**src/hdl/tilegen_pkg.sv**
```systemverilog
package tilegen_pkg;

	////////////////////////////////////////////////////////////
	// video timing, one dot per clk_6m
	////////////////////////////////////////////////////////////

	localparam int H_ACTIVE    = 256;
	localparam int H_TOTAL     = 320;
	localparam int V_ACTIVE    = 224;
	localparam int V_TOTAL     = 240;
	localparam int HSYNC_START = 272;
	localparam int HSYNC_END   = 288;
	localparam int VSYNC_START = 228;
	localparam int VSYNC_END   = 231;
	// counter position to registered dot
	localparam int PIPE_LATENCY = 3;

	////////////////////////////////////////////////////////////
	// pixel rules and cpu address map
	////////////////////////////////////////////////////////////

	// pattern value that lets the layer below show through
	localparam int TRANSPARENT_PIXEL = 7;

	// cpu_addr[13:12] selects the region
	localparam logic [1:0] REGION_MAP0    = 2'd0;
	localparam logic [1:0] REGION_MAP1    = 2'd1;
	localparam logic [1:0] REGION_PATTERN = 2'd2;
	localparam logic [1:0] REGION_REGS    = 2'd3;

	// register offsets, cpu_addr[2:0] inside the register region
	localparam logic [2:0] REG_SCROLL0_X  = 3'd0;
	localparam logic [2:0] REG_SCROLL0_Y  = 3'd1;
	localparam logic [2:0] REG_SCROLL1_X  = 3'd2;
	localparam logic [2:0] REG_SCROLL1_Y  = 3'd3;
	localparam logic [2:0] REG_BACKCOLOR  = 3'd4;
	localparam logic [2:0] REG_FLIP       = 3'd5;

	// tilemap word layout
	localparam int ENTRY_CODE_LSB     = 0;
	localparam int ENTRY_PALETTE_LSB  = 8;
	localparam int ENTRY_PRIORITY_BIT = 13;

	typedef logic [13:0] cpu_addr_t;
	typedef logic [15:0] cpu_data_t;
	typedef logic [15:0] map_entry_t;
	typedef logic [5:0]  tile_code_t;
	typedef logic [4:0]  palette_t;
	typedef logic [2:0]  pixel_t;
	typedef logic [7:0]  dot_t;
	typedef logic [8:0]  coord_t;
	// tilemap plane is 256 x 256, so scroll wraps at 8 bits
	typedef logic [7:0]  scroll_t;
	typedef logic [9:0]  map_addr_t;
	typedef logic [11:0] pattern_addr_t;

endpackage

```
**src/hdl/layer_mixer.sv**
```systemverilog
`timescale 1ns/100ps

module layer_mixer (
	input  logic                  clk_6m,
	input  logic                  rst_n,
	input  tilegen_pkg::pixel_t   pixel0,
	input  tilegen_pkg::palette_t palette0,
	input  logic                  priority0,
	input  tilegen_pkg::pixel_t   pixel1,
	input  tilegen_pkg::palette_t palette1,
	input  logic                  priority1,
	input  tilegen_pkg::dot_t     back_color,
	output tilegen_pkg::dot_t     dot
);

	logic              opaque0;
	logic              opaque1;
	tilegen_pkg::dot_t dot0;
	tilegen_pkg::dot_t dot1;
	tilegen_pkg::dot_t dot_next;

	assign opaque0 = pixel0 != tilegen_pkg::pixel_t'(tilegen_pkg::TRANSPARENT_PIXEL);
	assign opaque1 = pixel1 != tilegen_pkg::pixel_t'(tilegen_pkg::TRANSPARENT_PIXEL);

	// palette picks the group of eight, pixel the entry inside it
	assign dot0 = {palette0, pixel0};
	assign dot1 = {palette1, pixel1};

	////////////////////////////////////////////////////////////
	// priority select
	////////////////////////////////////////////////////////////

	always_comb begin
		if (opaque0 && priority0)
			// layer 0 tile raised above layer 1
			dot_next = dot0;
		else if (opaque1)
			dot_next = dot1;
		else if (opaque0)
			dot_next = dot0;
		else
			dot_next = back_color;
	end

	// output register, stage 3
	always_ff @(posedge clk_6m) begin
		if (!rst_n)
			dot <= '0;
		else
			dot <= dot_next;
	end

endmodule

```
**config.mk**
```make
export PLATFORM = sky130hd
export DESIGN_NAME = layer_mixer
export DESIGN_NICKNAME = d
export VERILOG_FILES = /design/src/hdl/tilegen_pkg.sv /design/src/hdl/layer_mixer.sv
export SDC_FILE = /design/constraint.sdc
export NUM_CORES = 1
export LEC_CHECK = 0
export ABC_AREA = 1
export BUFFER_PORTS_ARGS = -buffer_cell sky130_fd_sc_hd__buf_2
export CAP_MARGIN = 25
export CORE_UTILIZATION = 44
export CTS_CLUSTER_SIZE = 8
export DETAILED_ROUTE_END_ITERATION = 8
export MAX_ROUTING_LAYER = met4
export PLACE_DENSITY = 0.81
export REMOVE_ABC_BUFFERS = 1
export SYNTH_ARGS = -nofsm -noshare
export SYNTH_HDL_FRONTEND = slang
export SYNTH_SLANG_ARGS = --single-unit
```
**constraint.sdc**
```tcl
create_clock -name clk_6m -period 2.37 [get_ports clk_6m]
set_input_delay 0.237 -clock clk_6m [delete_from_list [all_inputs] [get_ports clk_6m]]
set_output_delay 0.237 -clock clk_6m [all_outputs]
set_load 0.02 [all_outputs]
```
==> summary.md, run 1 <==
| Metric | Value |
|---|---|
| Max-capacitance violation count | 0 |
| P_sw | 114 µW |
| Max-slew violations | 0 |
| Area grow syn2layout | 27.1% |
| Initial Util | 50.2% |
| Setup violators final | 0 |
| P_leak | 0.475 nW |
| Crit path capture type | primary output |
| Setup crit start kind | register |
| Nets | 155 |
| Sequential area share after synthesis | 26.9% |
| Worst-path cell chain | buf_2 |
| Vias in the first global route | 527 |
| CORE AREA | 0.00119 mm² |
| Crit path buffers/inverters | 1 |
| Top reg by flops | dot |
| Xor/xnor share of the synthesized area | 0% |
| Fin. Hold Viols | 0 |
| Grt total ovfl | 0 |
| Critical path launch point | dot[2] |
| Worst-path clk slew | 0.06 ns |
| Largest family of logic cells by synthesized area | simple AND/OR/NAND/NOR gates |
| Total GRT Usage | 21.5% |
| CTS resizes | 0 |
| RePlAce Congestion | 0.727 |
| Synthesized cell area | 596 µm² |
| Htree depth | 1 |
| CTS Buf Count | 3 |
| First-pass GRT wire length | 2.13 mm |
| RSZ-0062 raised after global routing | false |
| Worst vdd ir | 0.331 mV |
| Avg Vias per Cell | 4.78 |
| Vias | 665 |
| WS Path Type | register to primary output |
| Drt wl/cell | 9.62 µm |
| Final wirelength | 1.34 mm |
| Post-Synth Simple-Gate Area | 39.9% |
| Maximum number of pins on one net before global-route repair | 17 |
| # fillers | 110 |
| Internal Power | 246 µW |
| Required time of the critical path | 2.13 ns |
| Complex-gate fraction of the synthesized area | 11.1% |
| Sw frac | 31.7% |
| IO Port Bufs | 34 |
| Comb pwr share | 29.4% |
| Clock power share | 29.6% |
| Worst Hold Launch | palette0[4] |
| CTS tree | done |
| Layout cells sized above 1 | 36.0% |
| CP max FO | 1 |
| Synthesis-stage register bit count | 8 |
| Tmin final | 0.978 ns |
| Synthesized area per cell | 6.47 µm² |
| Drt pass-1 iters | 4 |
| Biggest regs | dot x8 |
| Max incr delay on CP | 0.32 ns |
| Inst Count DP | 136 |
| P per Cell Area | 475 mW/mm² |
| Syn. warnings | 0 |
| Cell row count | 12 |
| Netlist cell types | 15 |
| Antenna violations before repair | 0 |
| Largest delay contributor family on the critical path | flip-flops |
| Fin cells | 139 |
| Relative slew slack | 85.7% |
| # clock sinks | 8 |
| Post-synthesis adder-cell area fraction | 0% |
| Slew @ Worst Pin | 0.214 ns |
| Die footprint | 0.00150 mm² |
| Dpl hpwl | 989 µm |
| Clk buf depth | 2 |
| Die H | 38.8 µm |
| Status | complete, no violations |
| Horiz. Die Dim | 38.8 µm |
| Seq pwr share | 41.0% |
| Hold Path Class | primary input to register |
| DRC viols | 0 |
| Cells after Synth | 92 |
| ANT cells | 0 |
| Setup TNS | 0 ns |
| Multiplexer area fraction after synthesis | 0% |
| Highest clock rate | 1020 MHz |
| Hold buffer count at CTS | 0 |
| Setup Buffers After CTS | 0 |
| Max reg flops | 8 |
| DR iter-0 viols | 21 |
| Root buffer cell | clkbuf_4 |
| Fin crit share | 41.2% |
| Ports | 36 |
| Arr. time, crit path | 0.74 ns |
| CP max stage cell | dfxtp_1 |
| Antenna viol nets, final | 0 |
## metal layers
metal / part of all wire (%) / track usage (%) / vias up
li1: - / - / 355
met1: 47 / 27.6 / 272
met2: 42 / 31.3 / 33
met3: 7.9 / 5.20 / 5
met4: 2.6 / 10.3 / 0
met5: 0 / - / -
## cell type report
type / instances / area (µm²) / area share [%]
Clock buffer: 3 / 22.5 / 2.98
Inverter: 22 / 82.6 / 10.9
Multi-Input combinational cell: 58 / 304 / 40.2
Sequential cell: 8 / 160 / 21.2
Tap cell: 14 / 17.5 / 2.31
Timing Repair Buffer: 34 / 170 / 22.5
## placed cells by master (no fill, tap or decap)
cell type  instances
nand4_1            5
o21ai_1            5
nand3_4            1
a21oi_2            3
nand3_2            2
buf_2             34
inv_2              1
dfxtp_1            8
nand2_4            1
a21oi_1            3
clkbuf_4           3
nand3_1           12
nand2_1           22
inv_1             21
nor2_1             4
## power groups by stage
stage	Sequential (mW)	Combinational (mW)	Clock [mW]
3_5_place_dp	0.150	0.106	0
3_3_place_gp	0.150	0.104	0
4_1_cts	0.147	0.106	0.113
5_1_grt	0.148	0.119	0.118
2_1_floorplan	0.165	0.0431	0
6_report	0.148	0.106	0.106
## stage by stage
| stage | total power [mW] | util, % | instance area (µm²) | setup slack (ns) | hold WS [ns] |
|---|---|---|---|---|---|
| floorplan | 0.208 | - | 547 | 1.59 | 0.379 |
| global placement | 0.254 | 61.9 | 734 | 1.29 | 0.524 |
| detailed placement | 0.256 | 61.9 | 734 | 1.28 | 0.523 |
| CTS | 0.367 | 63.8 | 757 | 1.38 | 0.251 |
| global route | 0.385 | 63.8 | 757 | 1.36 | 0.282 |
| finish | 0.359 | 63.8 | 757 | 1.39 | 0.260 |
## synthesized netlist by cell type
library cell / instances / area [µm²]
nand3_4: 1 / 17.5
inv_1: 21 / 78.8
inv_2: 1 / 3.75
a21oi_2: 3 / 26.3
dfxtp_1: 8 / 160
buf_8: 1 / 15.0
nor2_1: 4 / 15.0
nand2_4: 1 / 11.3
nand3_1: 12 / 60.1
a21oi_1: 3 / 15.0
nand4_1: 5 / 31.3
nand3_2: 2 / 20.0
nand2_1: 22 / 82.6
buf_6: 3 / 33.8
o21ai_1: 5 / 25.0
## final timing paths
| check | to | depth (start not counted) |
|---|---|---|
| worst max-delay path | dot[2] | 1 |
| worst min-delay path | dot[7] | 3 |
## cell families (layout without fill, tap and decap cells)
group           Yosys count  after routing
simple gates             47             47
buf+inv                  26             59
compound gates           11             11
flops                     8              8
Note: power is estimated with default switching activity, not from simulation.
==> run 2, diff against run 1 <==
--- a/config.mk
+++ b/config.mk
@@ -8,11 +8,11 @@
 export ABC_AREA = 1
 export BUFFER_PORTS_ARGS = -buffer_cell sky130_fd_sc_hd__buf_2
 export CAP_MARGIN = 25
-export CORE_UTILIZATION = 44
+export CORE_UTILIZATION = 37
 export CTS_CLUSTER_SIZE = 8
 export DETAILED_ROUTE_END_ITERATION = 8
 export MAX_ROUTING_LAYER = met4
-export PLACE_DENSITY = 0.81
+export PLACE_DENSITY = 0.73
 export REMOVE_ABC_BUFFERS = 1
 export SYNTH_ARGS = -nofsm -noshare
 export SYNTH_HDL_FRONTEND = slang
==> constraint.sdc (replaced) <==
create_clock -name clk_6m -period 0.8 [get_ports clk_6m]
set_input_delay 0.08 -clock clk_6m [delete_from_list [all_inputs] [get_ports clk_6m]]
set_output_delay 0.08 -clock clk_6m [all_outputs]
set_load 0.02 [all_outputs]
==> summary.md, run 2 (same netlist as run 1, synthesis figures left out) <==
| Metric | Value |
|---|---|
| Status | complete, no violations |
| First-pass GRT wire length | 2.30 mm (+8.1%) |
| IO Port Bufs | 34 (unchanged) |
| Seq pwr share | 39.8% (-1.2 points) |
| Internal Power | 769 µW (+210%) |
| Relative slew slack | 88.1% (+2.4 points) |
| Antenna viol nets, final | 0 (unchanged) |
| Setup TNS | 0 ns (unchanged) |
| Horiz. Die Dim | 42.1 µm (+8.6%) |
| Clock power share | 27.2% (-2.4 points) |
| Layout cells sized above 1 | 41.2% (+5.2 points) |
| Worst-path clk slew | 0.05 ns (about the same) |
| # fillers | 153 (+39%) |
| RSZ-0062 raised after global routing | false |
| DRC viols | 0 (unchanged) |
| Die footprint | 0.00177 mm² (+18%) |
| Slew @ Worst Pin | 0.179 ns (-0.0355 ns) |
| Worst vdd ir | 0.469 mV (+42%) |
| Max incr delay on CP | 0.30 ns (-0.02 ns) |
| Ports | 36 (unchanged) |
| WS Path Type | register to primary output |
| Area after DPL | 820 µm² (+12%) |
| Htree depth | 1 (unchanged) |
| Most common cell after layout, fill and taps aside | buf_2 |
| Final wirelength | 1.39 mm (+4.0%) |
| Crit path buffers/inverters | 1 (unchanged) |
| Register area | 160 µm² (unchanged) |
| CTS Buf Count | 3 (unchanged) |
| RePlAce Congestion | 0.811 (+12%) |
| Inst Count DP | 149 (+9.6%) |
| Design Area, Final | 855 µm² (+13%) |
| Biggest regs | dot x8 |
| DR iter-0 viols | 22 (+4.8%) |
| Grt total ovfl | 0 (unchanged) |
| Max reg flops | 8 (unchanged) |
| Max-slew violations | 0 (unchanged) |
| CP max stage cell | dfxtp_1 |
| Setup crit start kind | register |
| Vias in the first global route | 585 (+11%) |
| Initial Util | 39.5% (-11 points) |
| P_leak | 0.528 nW (+11%) |
| Antenna violations before repair | 0 (unchanged) |
| ANT cells | 0 (unchanged) |
| Root buffer cell | clkbuf_4 |
| Worst-path cell chain | buf_2 |
| Fin cells | 152 (+9.4%) |
| Required time of the critical path | 0.72 ns (-1.41 ns) |
| Largest delay contributor family on the critical path | flip-flops |
| Drt pass-1 iters | 4 (unchanged) |
| Dpl hpwl | 1.11 mm (+12%) |
| CP max FO | 1 (unchanged) |
| Setup Buffers After CTS | 0 (unchanged) |
| Sw frac | 30.2% (-1.5 points) |
| Crit path capture type | primary output |
| Fin crit share | 96.7% |
| Top reg by flops | dot |
| Fin util | 56.7% (-7.1 points) |
| Die H | 42.1 µm (+8.6%) |
| P per Cell Area | 1290 mW/mm² (+170%) |
| Clk buf depth | 2 (unchanged) |
| CTS tree | done |
| Maximum number of pins on one net before global-route repair | 17 (unchanged) |
| Cell row count | 14 (+2) |
| Multi-input gate area in the final layout | 304 µm² (unchanged) |
| # clock sinks | 8 (unchanged) |
| Nets | 166 (+7.1%) |
| Drt wl/cell | 9.15 µm (-4.9%) |
| Area grow syn2layout | 43.5% |
| Tmin final | 0.774 ns |
| Comb pwr share | 33.0% (+3.6 points) |
| Fin. Hold Viols | 0 (unchanged) |
| Most frequent cells in the layout | buf_2 (29), nand2_1 (22), inv_1 (21), buf_4 (16), nand3_1 (12) |
| Max-capacitance violation count | 0 (unchanged) |
| Total GRT Usage | 17.4% (-4.1 points) |
| P_sw | 332 µW (+190%) |
| CORE AREA | 0.00151 mm² (+27%) |
| Setup violators final | 0 (unchanged) |
| Vias | 707 (+6.3%) |
| Highest clock rate | 1290 MHz |
| Arr. time, crit path | 0.69 ns (-0.05 ns) |
| Avg Vias per Cell | 4.65 (-2.8%) |
| Hold Path Class | primary input to register |
run 2: power by group through the flow:
stage	Combinational [mW]	Sequential (mW)	Clock, mW
after floorplan	0.128	0.489	0
after global placement	0.346	0.444	0
after detailed placement	0.352	0.445	0
after CTS	0.353	0.437	0.313
after global routing	0.401	0.440	0.333
final	0.363	0.438	0.300
run 2: cell type report:
| cell class | instances | share of cell area, % |
|---|---|---|
| Clock buffer | 3 | 2.64 |
| Inverter | 22 | 9.66 |
| Multi-Input combinational cell | 58 | 35.6 |
| Sequential cell | 8 | 18.7 |
| Tap cell | 16 | 2.34 |
| Timing Repair Buffer | 45 | 31.0 |
run 2: what timing repair did:
action | 4_1_cts | 5_1_grt
hold buffers | 0 | 0
resized for setup | 0 | 5
endpoints found under the setup margin | 0 | 5
run 2: per-layer routing:
metal	global-route usage (%)	wire, µm	vias up
met5	-	0	-
met4	11.3	10	0
met3	2.16	104	2
met2	25.6	642	27
met1	22.3	633	303
li1	-	-	375
run 2: worst paths after layout:
check                   start  endpoint  slack, ns  depth (start not counted)
hold / removal    palette0[0]    dot[3]       0.12                          3
setup / recovery       dot[7]    dot[7]       0.03                          1
run 2: stage by stage:
step / setup WS, ns / hold WS [ns] / power, mW
6_report: 0.0261 / 0.120 / 1.10
3_5_place_dp: -0.0159 / 0.374 / 0.797
4_1_cts: 0.00569 / 0.115 / 1.10
2_1_floorplan: 0.180 / 0.222 / 0.617
3_3_place_gp: -0.00715 / 0.366 / 0.790
5_1_grt: 0.00109 / 0.126 / 1.17
run 2: tightest hold or removal path, cell delays in order:
cell     delay [ns]
buf_2          0.09
o21ai_1        0.06
a21oi_1        0.10
