[config.mk]
export PLATFORM = sky130hd
export DESIGN_NAME = tilegen_control_flat
export DESIGN_NICKNAME = d
export VERILOG_FILES = /design/src/hdl/tilegen_pkg.sv /design/src/hdl/layer_ctrl_if.sv /design/src/hdl/tilegen_control.sv /design/src/flat_wrapper.sv
export SDC_FILE = /design/constraint.sdc
export NUM_CORES = 1
export LEC_CHECK = 0
export ABC_CLOCK_PERIOD_IN_PS = 5210
export BUFFER_PORTS_ARGS = -buffer_cell sky130_fd_sc_hd__clkbuf_2
export CAP_MARGIN = 20
export CORE_UTILIZATION = 35
export CTS_BUF_LIST = sky130_fd_sc_hd__clkbuf_2
export CTS_CLUSTER_DIAMETER = 80
export DETAILED_ROUTE_END_ITERATION = 7
export PLACE_DENSITY = 0.65
export SLEW_MARGIN = 20
export SYNTH_ARGS = -nofsm -noshare
export SYNTH_HDL_FRONTEND = slang
export SYNTH_SLANG_ARGS = --single-unit
[constraint.sdc]
create_clock -name clk_6m -period 5.21 [get_ports clk_6m]
set_clock_uncertainty 0.15 [all_clocks]
set_input_delay 0.7815 -clock clk_6m [delete_from_list [all_inputs] [get_ports clk_6m]]
set_output_delay 0.7815 -clock clk_6m [all_outputs]
set_load 0.005 [all_outputs]
[src/hdl/tilegen_pkg.sv]
package tilegen_pkg;

	////////////////////////////////////////////////////////////
	// video timing, one dot per clk_6m
	////////////////////////////////////////////////////////////

	localparam int H_ACTIVE    = 256;
	localparam int H_TOTAL     = 320;
	localparam int V_ACTIVE    = 224;
	localparam int V_TOTAL     = 240;
	localparam int HSYNC_START = 272;
	localparam int HSYNC_END   = 288;
	localparam int VSYNC_START = 228;
	localparam int VSYNC_END   = 231;
	// counter position to registered dot
	localparam int PIPE_LATENCY = 3;

	////////////////////////////////////////////////////////////
	// pixel rules and cpu address map
	////////////////////////////////////////////////////////////

	// pattern value that lets the layer below show through
	localparam int TRANSPARENT_PIXEL = 7;

	// cpu_addr[13:12] selects the region
	localparam logic [1:0] REGION_MAP0    = 2'd0;
	localparam logic [1:0] REGION_MAP1    = 2'd1;
	localparam logic [1:0] REGION_PATTERN = 2'd2;
	localparam logic [1:0] REGION_REGS    = 2'd3;

	// register offsets, cpu_addr[2:0] inside the register region
	localparam logic [2:0] REG_SCROLL0_X  = 3'd0;
	localparam logic [2:0] REG_SCROLL0_Y  = 3'd1;
	localparam logic [2:0] REG_SCROLL1_X  = 3'd2;
	localparam logic [2:0] REG_SCROLL1_Y  = 3'd3;
	localparam logic [2:0] REG_BACKCOLOR  = 3'd4;
	localparam logic [2:0] REG_FLIP       = 3'd5;

	// tilemap word layout
	localparam int ENTRY_CODE_LSB     = 0;
	localparam int ENTRY_PALETTE_LSB  = 8;
	localparam int ENTRY_PRIORITY_BIT = 13;

	typedef logic [13:0] cpu_addr_t;
	typedef logic [15:0] cpu_data_t;
	typedef logic [15:0] map_entry_t;
	typedef logic [5:0]  tile_code_t;
	typedef logic [4:0]  palette_t;
	typedef logic [2:0]  pixel_t;
	typedef logic [7:0]  dot_t;
	typedef logic [8:0]  coord_t;
	// tilemap plane is 256 x 256, so scroll wraps at 8 bits
	typedef logic [7:0]  scroll_t;
	typedef logic [9:0]  map_addr_t;
	typedef logic [11:0] pattern_addr_t;

endpackage

[src/hdl/layer_ctrl_if.sv]
`timescale 1ns/100ps

// per-layer control bundle, scroll and fetch position plus the map write port
interface layer_ctrl_if;

	tilegen_pkg::scroll_t    scroll_x;
	tilegen_pkg::scroll_t    scroll_y;
	// on-screen position after flip, same cycle as the counters
	tilegen_pkg::coord_t     fetch_x;
	tilegen_pkg::coord_t     fetch_y;
	// single cycle write strobe from the cpu decode
	logic                    map_we;
	tilegen_pkg::map_addr_t  map_addr;
	tilegen_pkg::map_entry_t map_wdata;

	modport control (
		output scroll_x, scroll_y,
		output fetch_x, fetch_y,
		output map_we, map_addr, map_wdata
	);

	modport layer (
		input scroll_x, scroll_y,
		input fetch_x, fetch_y,
		input map_we, map_addr, map_wdata
	);

endinterface

[src/hdl/tilegen_control.sv]
`timescale 1ns/100ps

module tilegen_control (
	input  logic                       clk_6m,
	input  logic                       rst_n,
	input  tilegen_pkg::cpu_addr_t     cpu_addr,
	input  logic                       cpu_we,
	input  tilegen_pkg::cpu_data_t     cpu_wdata,
	layer_ctrl_if.control              layer0,
	layer_ctrl_if.control              layer1,
	output logic                       pattern_we,
	output tilegen_pkg::pattern_addr_t pattern_addr,
	output tilegen_pkg::pixel_t        pattern_wdata,
	output tilegen_pkg::dot_t          back_color,
	output logic                       de,
	output logic                       hsync,
	output logic                       vsync
);

	tilegen_pkg::coord_t  h_count;
	tilegen_pkg::coord_t  v_count;
	tilegen_pkg::scroll_t scroll0_x;
	tilegen_pkg::scroll_t scroll0_y;
	tilegen_pkg::scroll_t scroll1_x;
	tilegen_pkg::scroll_t scroll1_y;
	logic                 flip;
	logic [1:0]           region;
	logic [tilegen_pkg::PIPE_LATENCY-1:0] de_pipe;
	logic [tilegen_pkg::PIPE_LATENCY-1:0] hs_pipe;
	logic [tilegen_pkg::PIPE_LATENCY-1:0] vs_pipe;

	////////////////////////////////////////////////////////////
	// raster counters
	////////////////////////////////////////////////////////////

	always_ff @(posedge clk_6m) begin
		if (!rst_n) begin
			h_count <= '0;
			v_count <= '0;
		end else if (h_count == tilegen_pkg::coord_t'(tilegen_pkg::H_TOTAL - 1)) begin
			h_count <= '0;
			// line done, step the frame
			if (v_count == tilegen_pkg::coord_t'(tilegen_pkg::V_TOTAL - 1))
				v_count <= '0;
			else
				v_count <= v_count + 1'b1;
		end else begin
			h_count <= h_count + 1'b1;
		end
	end

	// flip mirrors both axes of the visible area
	// blanking positions wrap around, nothing is shown there anyway
	assign layer0.fetch_x = flip ? tilegen_pkg::coord_t'(tilegen_pkg::H_ACTIVE - 1) - h_count
		: h_count;
	assign layer0.fetch_y = flip ? tilegen_pkg::coord_t'(tilegen_pkg::V_ACTIVE - 1) - v_count
		: v_count;
	// both layers walk the same raster
	assign layer1.fetch_x = layer0.fetch_x;
	assign layer1.fetch_y = layer0.fetch_y;

	////////////////////////////////////////////////////////////
	// cpu write decode
	////////////////////////////////////////////////////////////

	assign region = cpu_addr[13:12];

	// map strobes go straight through, the ram writes on this edge
	assign layer0.map_we    = cpu_we && (region == tilegen_pkg::REGION_MAP0);
	assign layer0.map_addr  = cpu_addr[9:0];
	assign layer0.map_wdata = cpu_wdata;
	assign layer1.map_we    = cpu_we && (region == tilegen_pkg::REGION_MAP1);
	assign layer1.map_addr  = cpu_addr[9:0];
	assign layer1.map_wdata = cpu_wdata;

	// one pixel per pattern address, low three data bits
	assign pattern_we    = cpu_we && (region == tilegen_pkg::REGION_PATTERN);
	assign pattern_addr  = cpu_addr[11:0];
	assign pattern_wdata = cpu_wdata[2:0];

	// register file, visible to the datapath one clock after the write
	always_ff @(posedge clk_6m) begin
		if (!rst_n) begin
			scroll0_x  <= '0;
			scroll0_y  <= '0;
			scroll1_x  <= '0;
			scroll1_y  <= '0;
			back_color <= '0;
			flip       <= 1'b0;
		end else if (cpu_we && (region == tilegen_pkg::REGION_REGS)) begin
			case (cpu_addr[2:0])
				tilegen_pkg::REG_SCROLL0_X: scroll0_x  <= cpu_wdata[7:0];
				tilegen_pkg::REG_SCROLL0_Y: scroll0_y  <= cpu_wdata[7:0];
				tilegen_pkg::REG_SCROLL1_X: scroll1_x  <= cpu_wdata[7:0];
				tilegen_pkg::REG_SCROLL1_Y: scroll1_y  <= cpu_wdata[7:0];
				tilegen_pkg::REG_BACKCOLOR: back_color <= cpu_wdata[7:0];
				tilegen_pkg::REG_FLIP:      flip       <= cpu_wdata[0];
				default: ;
			endcase
		end
	end

	assign layer0.scroll_x = scroll0_x;
	assign layer0.scroll_y = scroll0_y;
	assign layer1.scroll_x = scroll1_x;
	assign layer1.scroll_y = scroll1_y;

	////////////////////////////////////////////////////////////
	// timing outputs, delayed to line up with dot
	////////////////////////////////////////////////////////////

	always_ff @(posedge clk_6m) begin
		if (!rst_n) begin
			de_pipe <= '0;
			hs_pipe <= '0;
			vs_pipe <= '0;
		end else begin
			de_pipe <= {de_pipe[tilegen_pkg::PIPE_LATENCY-2:0],
				(h_count < tilegen_pkg::H_ACTIVE) && (v_count < tilegen_pkg::V_ACTIVE)};
			hs_pipe <= {hs_pipe[tilegen_pkg::PIPE_LATENCY-2:0],
				(h_count >= tilegen_pkg::HSYNC_START) && (h_count < tilegen_pkg::HSYNC_END)};
			vs_pipe <= {vs_pipe[tilegen_pkg::PIPE_LATENCY-2:0],
				(v_count >= tilegen_pkg::VSYNC_START) && (v_count < tilegen_pkg::VSYNC_END)};
		end
	end

	assign de    = de_pipe[tilegen_pkg::PIPE_LATENCY-1];
	assign hsync = hs_pipe[tilegen_pkg::PIPE_LATENCY-1];
	assign vsync = vs_pipe[tilegen_pkg::PIPE_LATENCY-1];

endmodule

[src/flat_wrapper.sv]
// flat-port wrapper written by rule: the top's interface ports become plain ports
module tilegen_control_flat 
  (clk_6m, rst_n, cpu_addr, cpu_we, cpu_wdata, pattern_we, pattern_addr, pattern_wdata, back_color, de, hsync, vsync, layer0_scroll_x, layer0_scroll_y, layer0_fetch_x, layer0_fetch_y, layer0_map_we, layer0_map_addr, layer0_map_wdata, layer1_scroll_x, layer1_scroll_y, layer1_fetch_x, layer1_fetch_y, layer1_map_we, layer1_map_addr, layer1_map_wdata);
  layer_ctrl_if layer0_i ();
  layer_ctrl_if layer1_i ();
  input  logic clk_6m;
  input  logic rst_n;
  input  tilegen_pkg::cpu_addr_t cpu_addr;
  input  logic cpu_we;
  input  tilegen_pkg::cpu_data_t cpu_wdata;
  output logic pattern_we;
  output tilegen_pkg::pattern_addr_t pattern_addr;
  output tilegen_pkg::pixel_t pattern_wdata;
  output tilegen_pkg::dot_t back_color;
  output logic de;
  output logic hsync;
  output logic vsync;
  output wire logic [$bits(layer0_i.scroll_x)-1:0] layer0_scroll_x;
  output wire logic [$bits(layer0_i.scroll_y)-1:0] layer0_scroll_y;
  output wire logic [$bits(layer0_i.fetch_x)-1:0] layer0_fetch_x;
  output wire logic [$bits(layer0_i.fetch_y)-1:0] layer0_fetch_y;
  output wire logic [$bits(layer0_i.map_we)-1:0] layer0_map_we;
  output wire logic [$bits(layer0_i.map_addr)-1:0] layer0_map_addr;
  output wire logic [$bits(layer0_i.map_wdata)-1:0] layer0_map_wdata;
  output wire logic [$bits(layer1_i.scroll_x)-1:0] layer1_scroll_x;
  output wire logic [$bits(layer1_i.scroll_y)-1:0] layer1_scroll_y;
  output wire logic [$bits(layer1_i.fetch_x)-1:0] layer1_fetch_x;
  output wire logic [$bits(layer1_i.fetch_y)-1:0] layer1_fetch_y;
  output wire logic [$bits(layer1_i.map_we)-1:0] layer1_map_we;
  output wire logic [$bits(layer1_i.map_addr)-1:0] layer1_map_addr;
  output wire logic [$bits(layer1_i.map_wdata)-1:0] layer1_map_wdata;
  assign layer0_scroll_x = layer0_i.scroll_x;
  assign layer0_scroll_y = layer0_i.scroll_y;
  assign layer0_fetch_x = layer0_i.fetch_x;
  assign layer0_fetch_y = layer0_i.fetch_y;
  assign layer0_map_we = layer0_i.map_we;
  assign layer0_map_addr = layer0_i.map_addr;
  assign layer0_map_wdata = layer0_i.map_wdata;
  assign layer1_scroll_x = layer1_i.scroll_x;
  assign layer1_scroll_y = layer1_i.scroll_y;
  assign layer1_fetch_x = layer1_i.fetch_x;
  assign layer1_fetch_y = layer1_i.fetch_y;
  assign layer1_map_we = layer1_i.map_we;
  assign layer1_map_addr = layer1_i.map_addr;
  assign layer1_map_wdata = layer1_i.map_wdata;
  tilegen_control u_core (.clk_6m(clk_6m), .rst_n(rst_n), .cpu_addr(cpu_addr), .cpu_we(cpu_we), .cpu_wdata(cpu_wdata), .layer0(layer0_i), .layer1(layer1_i), .pattern_we(pattern_we), .pattern_addr(pattern_addr), .pattern_wdata(pattern_wdata), .back_color(back_color), .de(de), .hsync(hsync), .vsync(vsync));
endmodule
==> results.cfg, run 1 <==
[yosys]
synth_edf_count = 0
yosys_register_bits = 68
synth-simple-area-share_pct = 20.8
asyncSetResetFlopFracSynth_pct = 0
syn_avg_cell_area_um2 = 9.26
post_synth_inst_count = 390
netlist.top_cell.by_area = dfxtp_1
ys_dominant_reg_cell = dfxtp_1
post_synth_mux_area_share_pct = 8.87
main_combinational_cell_family_by_area_after_synthesis = simple AND/OR/NAND/NOR gates
compound_gate_portion_of_the_synthesized_area_pct = 4.99
ys.warnings.count = 0
synth.net_count = 427
synthDistinctLibCells = 44
xor_xnor_portion_of_the_synthesized_cell_area_pct = 5.58
synth_area_leaders = dfxtp_1 38%, buf_4 18%, mux2i_1 8.9%
synth_seq_area_share_pct = 37.7
synth_fa_ha_area_share_pct = 1.39
mappedNetlistArea_um2 = 3610
synth_top_cell_area_share_pct = 37.7

[timing]
timing.final.crit_period_ps = 2880
worst_slew_pin_slew_ps = 899
setup_total_neg_slack_ps = 0
count_of_final_max_slew_check_failures = 0
max_clock_freq_mhz = 347
timing_hold_violations_final = 0
period_utilization_post_route_pct = 55.2
max_slew_margin_pct = 40.0
finalSetupViolations = 0
setup_repair_after_global_routing_missed_its_margin = false

[route]
drcViolationCount = 0
drt_total_wl_um = 7280
drt_iter0_markers = 70
drtAntennaViolNets = 0
vias = 2578
detail_route.wl_per_cell_um = 13.0
drt_pre_antenna_iters = 4
via_density_per_instance = 4.61

[setup_path]
crit_fanout = 18
worstSetupEndpointType = output pin
cp_max_delay_cell = dfxtp_1
timing.critical_path.cells = nand4_1 > xnor2_1 > clkbuf_2
worst-r2r-cell-count = 4
critical_path.max_stage_delay_ps = 940
required_ps = 4280
critPathArrivalTime_ps = 1950
critPathLaunchType = flip-flop
crit_type = reg -> out

[global_route]
first_global_vias = 2258
grt.total_usage_pct = 13.5
gr-total-overflow = 0
grt_pass1_wl_um = 11500
number_of_antenna_violations_at_the_first_check_in_global_routing = 0
grt_start_max_net_pins = 73

[cts]
cts_buffer_depth = 2
h-tree-depth = 3
clk_sink_count = 68
cts.repair.resized = 0
cts_tree = built
worst_skew_pair.late_latency_ps = 460
post_cts_hold_buffers = 0
post_cts_buffers = 0
clkSlewWorstSetupHoldPaths_ps = 180
cts-buffers-inserted = 9
clock-root-buffer = clkbuf_2

[power_and_ir_drop]
irDropWorstVdd_mv = 0.100
power.density_cell_area_nw_per_um2 = 257
leakage_nw = 1.80

[floorplanning]
core_um2 = 9860
start_util_pct = 36.6
die_area_um2 = 10700
floorplan.rows = 36
dieWidth_um = 104
top_level_ports = 182
die_height_um = 104

[placed_design]
gp_routability_congestion = 0.819
placement.io_buffers = 125
numPlacedInstances = 543
place.detailed.hpwl_um = 5210

[final_layout]
multiInputGateArea_um2 = 1500
fraction_of_final_layout_cells_with_drive_strength_greater_than_1_pct = 35.7
layout.area.seq_um2 = 1360
post_layout_nonfiller_instances = 559
area_growth_syn_to_layout_pct = 6.00
final.fill_count = 1028
number_of_diodes = 0
nets = 458

[hold_path]
hp-class = reg -> reg
worstHoldPathCells = 1

[status]
status = finished, final reports clean

[flow_run]
drv.max_cap_violation_count = 0
==> metrics by stage <==
stage	instance area, µm²	hold WS, ps	power (mW)	utilization (%)	setup slack [ps]
after global placement	3670	268	0.608	37.2	2860
after floorplan	3610	262	0.613	-	2850
after detailed placement	3670	270	0.609	37.2	2820
final	3830	307	0.983	38.8	2330
after global routing	3830	334	1.03	38.8	2100
after CTS	3830	314	1.00	38.8	2250
==> cells in the final DEF, fill, tap and decap left out, drive strengths merged, types with 5 or more instances in the layout <==
master | netlist | layout
o21ai | 13 | 13
and2 | 7 | 7
and3 | 5 | 5
nor2b | 33 | 33
nor2 | 12 | 12
mux2i | 32 | 32
nand2 | 18 | 18
xor2 | 16 | 16
nand3 | 20 | 20
xnor2 | 7 | 7
clkbuf | 15 | 135
or3 | 5 | 5
dfxtp | 68 | 68
==> cell type report <==
| class | count | share of cell area [%] |
|---|---|---|
| flip-flops and latches | 68 | 35.6 |
| inverters | 3 | 0.294 |
| repair buffers | 126 | 16.5 |
| clock buffers | 10 | 1.31 |
| well taps | 133 | 4.35 |
| clock inverters | 6 | 2.68 |
| multi-input cells | 213 | 39.2 |
==> registers in the layout, indices dropped and copies added (netlist names) <==
register and count:
u_core.hs_pipe 3, u_core.layer1.scroll_y 8, u_core.h_count 9, u_core.layer0.scroll_y 8, u_core.back_color 8, u_core.flip 1
u_core.layer0.scroll_x 8, u_core.de_pipe 3, u_core.v_count 9, u_core.vs_pipe 3, u_core.layer1.scroll_x 8
==> metal layers <==
layer  share of wire, %  routed length [µm]  track usage, %
met3                5.8                 426            3.34
met5                  0                   0               0
met4                1.7                 127            6.63
met2                 45                3250            20.4
met1                 48                3480            17.7
==> critical path: cells and delay by family, from the launching register on <==
family	cells	cell delay [ps]
DFF	1	940
buffers and inverters	1	140
and+or+nand+nor	1	200
xor gates and xnor gates	1	210
==> power breakdown <==
part	switching (mW)	internal [mW]	total [mW]	leakage, nW
clock network	0.181	0.206	0.387	0.0910
registers	0.00499	0.526	0.531	0.549
logic	0.0365	0.0293	0.0658	1.16
total	0.223	0.761	0.983	1.80
==> cell usage after synthesis, types with 3 or more instances <==
master,number
or3_1,5
nand4_1,4
clkbuf_1,14
and3_2,3
nor3_1,4
dfxtp_1,68
xor2_1,16
and2_1,7
inv_1,3
a21oi_1,4
buf_4,87
mux2i_1,32
a32o_1,3
ha_1,4
nand2_1,18
nand3b_1,3
xnor2_1,7
o21ai_0,13
nor2b_1,33
nand2b_1,4
nand3_1,19
nor2_1,10
==> path summary, 6_finish.rpt <==
kind / to / slack, ps / start
max reg2reg: u_core.v_count[7] / 3140 / u_core.v_count[5]
max: layer0_fetch_y[8] / 2330 / u_core.flip
min: u_core.vs_pipe[1] / 310 / u_core.vs_pipe[0]
min reg2reg: u_core.vs_pipe[1] / 310 / u_core.vs_pipe[0]
==> logic make-up after synthesis <==
| kind of cell | after synthesis |
|---|---|
| DFF | 68 |
| adders and majority gates | 4 |
| and+or+nand+nor | 126 |
| AOI/OAI and AO/OA | 28 |
| muxes | 32 |
| xor gates and xnor gates | 23 |
| buffers and inverters | 109 |
No activity file was read; power rests on OpenSTA's default activity.
==> run 2, diff against run 1 <==
--- a/config.mk
+++ b/config.mk
@@ -5,7 +5,8 @@
 export SDC_FILE = /design/constraint.sdc
 export NUM_CORES = 1
 export LEC_CHECK = 0
-export ABC_CLOCK_PERIOD_IN_PS = 5210
+export ABC_AREA = 1
+export ABC_CLOCK_PERIOD_IN_PS = 2860
 export BUFFER_PORTS_ARGS = -buffer_cell sky130_fd_sc_hd__clkbuf_2
 export CAP_MARGIN = 20
 export CORE_UTILIZATION = 35
==> constraint.sdc (replaced) <==
create_clock -name clk_6m -period 2.86 [get_ports clk_6m]
set_clock_uncertainty 0.15 [all_clocks]
set_input_delay 0.429 -clock clk_6m [delete_from_list [all_inputs] [get_ports clk_6m]]
set_output_delay 0.429 -clock clk_6m [all_outputs]
set_load 0.005 [all_outputs]
==> run 2 against run 1 <==
- synthesized area about the same
- global-route usage increased by 1.8 points
- critical path depth unchanged
- worst setup slack got worse by 1700 ps
- first-iteration DRC count increased by 14%
- hold slack got worse by 200 ps
- sequential share of layout area decreased by 0.12 points
- critical path type unchanged
- via count increased by 17%
- register-to-register slack got worse by 2100 ps
- clock power increased by 66%
- sequential power increased by 83%
==> results.cfg, run 2 <==
[setup_path]
crit_type = reg -> out
required_ps = 2280
worstSetupEndpointType = output pin
timing.critical_path.cells = ha_1 > o21ai_0 > clkbuf_2
critical_path.max_stage_delay_ps = 510
critPathLaunchType = flip-flop
crit_fanout = 8
timing.rr.start = u_core.h_count[0]
critPathArrivalTime_ps = 1670
cp_max_delay_cell = dfxtp_1
critPathLaunch = u_core.v_count[5]

[route]
detail_route.wl_per_cell_um = 12.0
drcViolationCount = 0
drt_total_wl_um = 7890
drt_pre_antenna_iters = 5
vias = 3027
drt_iter0_markers = 80
drtAntennaViolNets = 0
via_density_per_instance = 4.59

[cts]
cts_buffer_depth = 2
post_cts_buffers = 0
clk_sink_count = 68
cts.repair.resized = 0
cts-buffers-inserted = 9
h-tree-depth = 3
clock-root-buffer = clkbuf_2
clkSlewWorstSetupHoldPaths_ps = 210
worst_skew_pair.late_latency_ps = 500
cts_tree = built
post_cts_hold_buffers = 0

[placed_design]
numPlacedInstances = 643
placement.setup.worst_slack_ps = 981
placement.io_buffers = 125
gp_routability_congestion = 0.833
place.detailed.hpwl_um = 5820

[global_route]
grtUsageMet1_pct = 18.6
top_usage_layer = met2
met3_track_utilization_from_global_routing_pct = 5.48
grt_pass1_wl_um = 13000
gr-total-overflow = 0
first_global_vias = 2706
grt.total_usage_pct = 15.2
number_of_antenna_violations_at_the_first_check_in_global_routing = 0
grt_start_max_net_pins = 34
met2_usage_pct = 24.3

[yosys]
synth.top_cells.by_count = 97 x nor2_1, 89 x buf_4, 68 x dfxtp_1, 52 x nand2_1, 50 x o21ai_0
synth_seq_area_share_pct = 37.7
synth_edf_count = 0
syn_avg_cell_area_um2 = 7.49
cell_with_the_most_instances_after_synthesis = nor2_1
post_synth_inst_count = 482
netlist.top_cell.by_area = dfxtp_1
synthDistinctLibCells = 24
ys_dominant_reg_cell = dfxtp_1
synth.net_count = 519
yosys_register_bits = 68
asyncSetResetFlopFracSynth_pct = 0
ys.warnings.count = 0
synth_top_cell_area_share_pct = 37.7
synth_area_leaders = dfxtp_1 38%, buf_4 19%, nor2_1 10%
mappedNetlistArea_um2 = 3610

[final_layout]
layout.area.seq_um2 = 1360
area_growth_syn_to_layout_pct = 6.31
reg.largest.list = u_core.h_count (9), u_core.v_count (9)
nets = 558
most_frequent_standard_cell_in_the_layout_excluding_fill_and_tap_cells = clkbuf_2
number_of_diodes = 0
final.fill_count = 1042
post_layout_nonfiller_instances = 659
fraction_of_final_layout_cells_with_drive_strength_greater_than_1_pct = 30.4
multiInputGateArea_um2 = 1380
layout.cells.most_common_list = 135 x clkbuf_2, 97 x nor2_1, 68 x dfxtp_1

[power_and_ir_drop]
irDropWorstVdd_mv = 0.220
leakage_nw = 2.04
power.density_cell_area_nw_per_um2 = 457

[timing]
count_of_final_max_slew_check_failures = 0
period_utilization_post_route_pct = 78.8
setup_repair_after_global_routing_missed_its_margin = false
max_slew_margin_pct = 74.3
finalSetupViolations = 0
worst_slew_pin_slew_ps = 384
max_clock_freq_mhz = 444
fin_ws_ps = 607
timing_hold_violations_final = 0
setup_total_neg_slack_ps = 0
timing.final.crit_period_ps = 2250

[floorplanning]
floorplan.rows = 36
top_level_ports = 182
die_area_um2 = 10700
die_height_um = 104
dieWidth_um = 104
core_um2 = 9860
start_util_pct = 36.6

[hold_path]
hp-class = in -> reg
hold_path.startpoint = cpu_wdata[6]

[flow_run]
drv.max_cap_violation_count = 0

[status]
status = finished, final reports clean
run 2: cell count changes after synthesis, sizes merged, moves of 7 or more:
| cell | previous run | this run |
|---|---|---|
| nor2 | 12 | 99 |
| nand2 | 18 | 56 |
| o21ai | 13 | 50 |
| inv | 3 | 38 |
| nor2b | 33 | 0 |
| mux2i | 32 | 0 |
| nor3 | 4 | 13 |
| and2 | 7 | 0 |
| clkbuf | 15 | 8 |
| nor4 | 1 | 8 |
run 2: cells by family (layout without fill, tap and decap cells):
group | after synthesis | count (layout) | synth area share, %
AO/OA/AOI/OAI | 55 | 55 | 7.69
XOR/XNOR | 16 | 16 | 3.88
adder cells (fa/ha/maj) | 4 | 4 | 1.39
buffers and inverters | 138 | 182 | 24.0
flip-flops | 68 | 68 | 37.7
AND/OR/NAND/NOR | 201 | 201 | 25.3
run 2: final cells by class:
type | count | area share [%]
tap | 133 | 4.34
clock buffer | 10 | 1.30
sequential | 68 | 35.5
multi-input combinational | 276 | 36.0
timing repair buffer | 128 | 16.9
clock inverter | 6 | 2.31
inverter | 38 | 3.72
run 2: worst paths after layout:
path | to | slack (ps) | cells past startpoint
worst min-delay path | u_core.back_color[6] | 110 | 3
worst max-delay path | layer0_fetch_y[6] | 610 | 3
worst min register to register | u_core.de_pipe[2] | 270 | 2
worst max register to register | u_core.v_count[4] | 1060 | 8
run 2: worst max-delay path, delay by kind of cell, from the launching register on:
kind,cells,cell delay (ps)
buffers and inverters,1,160
AOI/OAI and AO/OA,1,240
DFF,1,510
adders and majority gates,1,270
run 2: power breakdown:
group | switching [mW] | internal, mW | leakage (nW)
sequential | 0.00824 | 0.962 | 0.550
clock | 0.351 | 0.292 | 0.0781
combinational | 0.0889 | 0.0509 | 1.41
total | 0.448 | 1.31 | 2.04
run 2: metal layers:
layer / vias to the layer above / part of all wire [%]
met3: 12 / 9.8
met1: 1344 / 43
met5: - / 0
met2: 149 / 46
li1: 1522 / -
met4: 0 / 1.2
run 2: stage by stage:
| stage | power (mW) | hold WS (ps) | utilization [%] | area, µm² |
|---|---|---|---|---|
| global route | 1.84 | 60.6 | 38.9 | 3840 |
| global placement | 1.13 | 242 | 37.5 | 3700 |
| CTS | 1.79 | 57.6 | 38.9 | 3840 |
| finish | 1.75 | 112 | 38.9 | 3840 |
| detailed placement | 1.13 | 249 | 37.5 | 3700 |
| floorplan | 1.13 | 240 | - | 3610 |
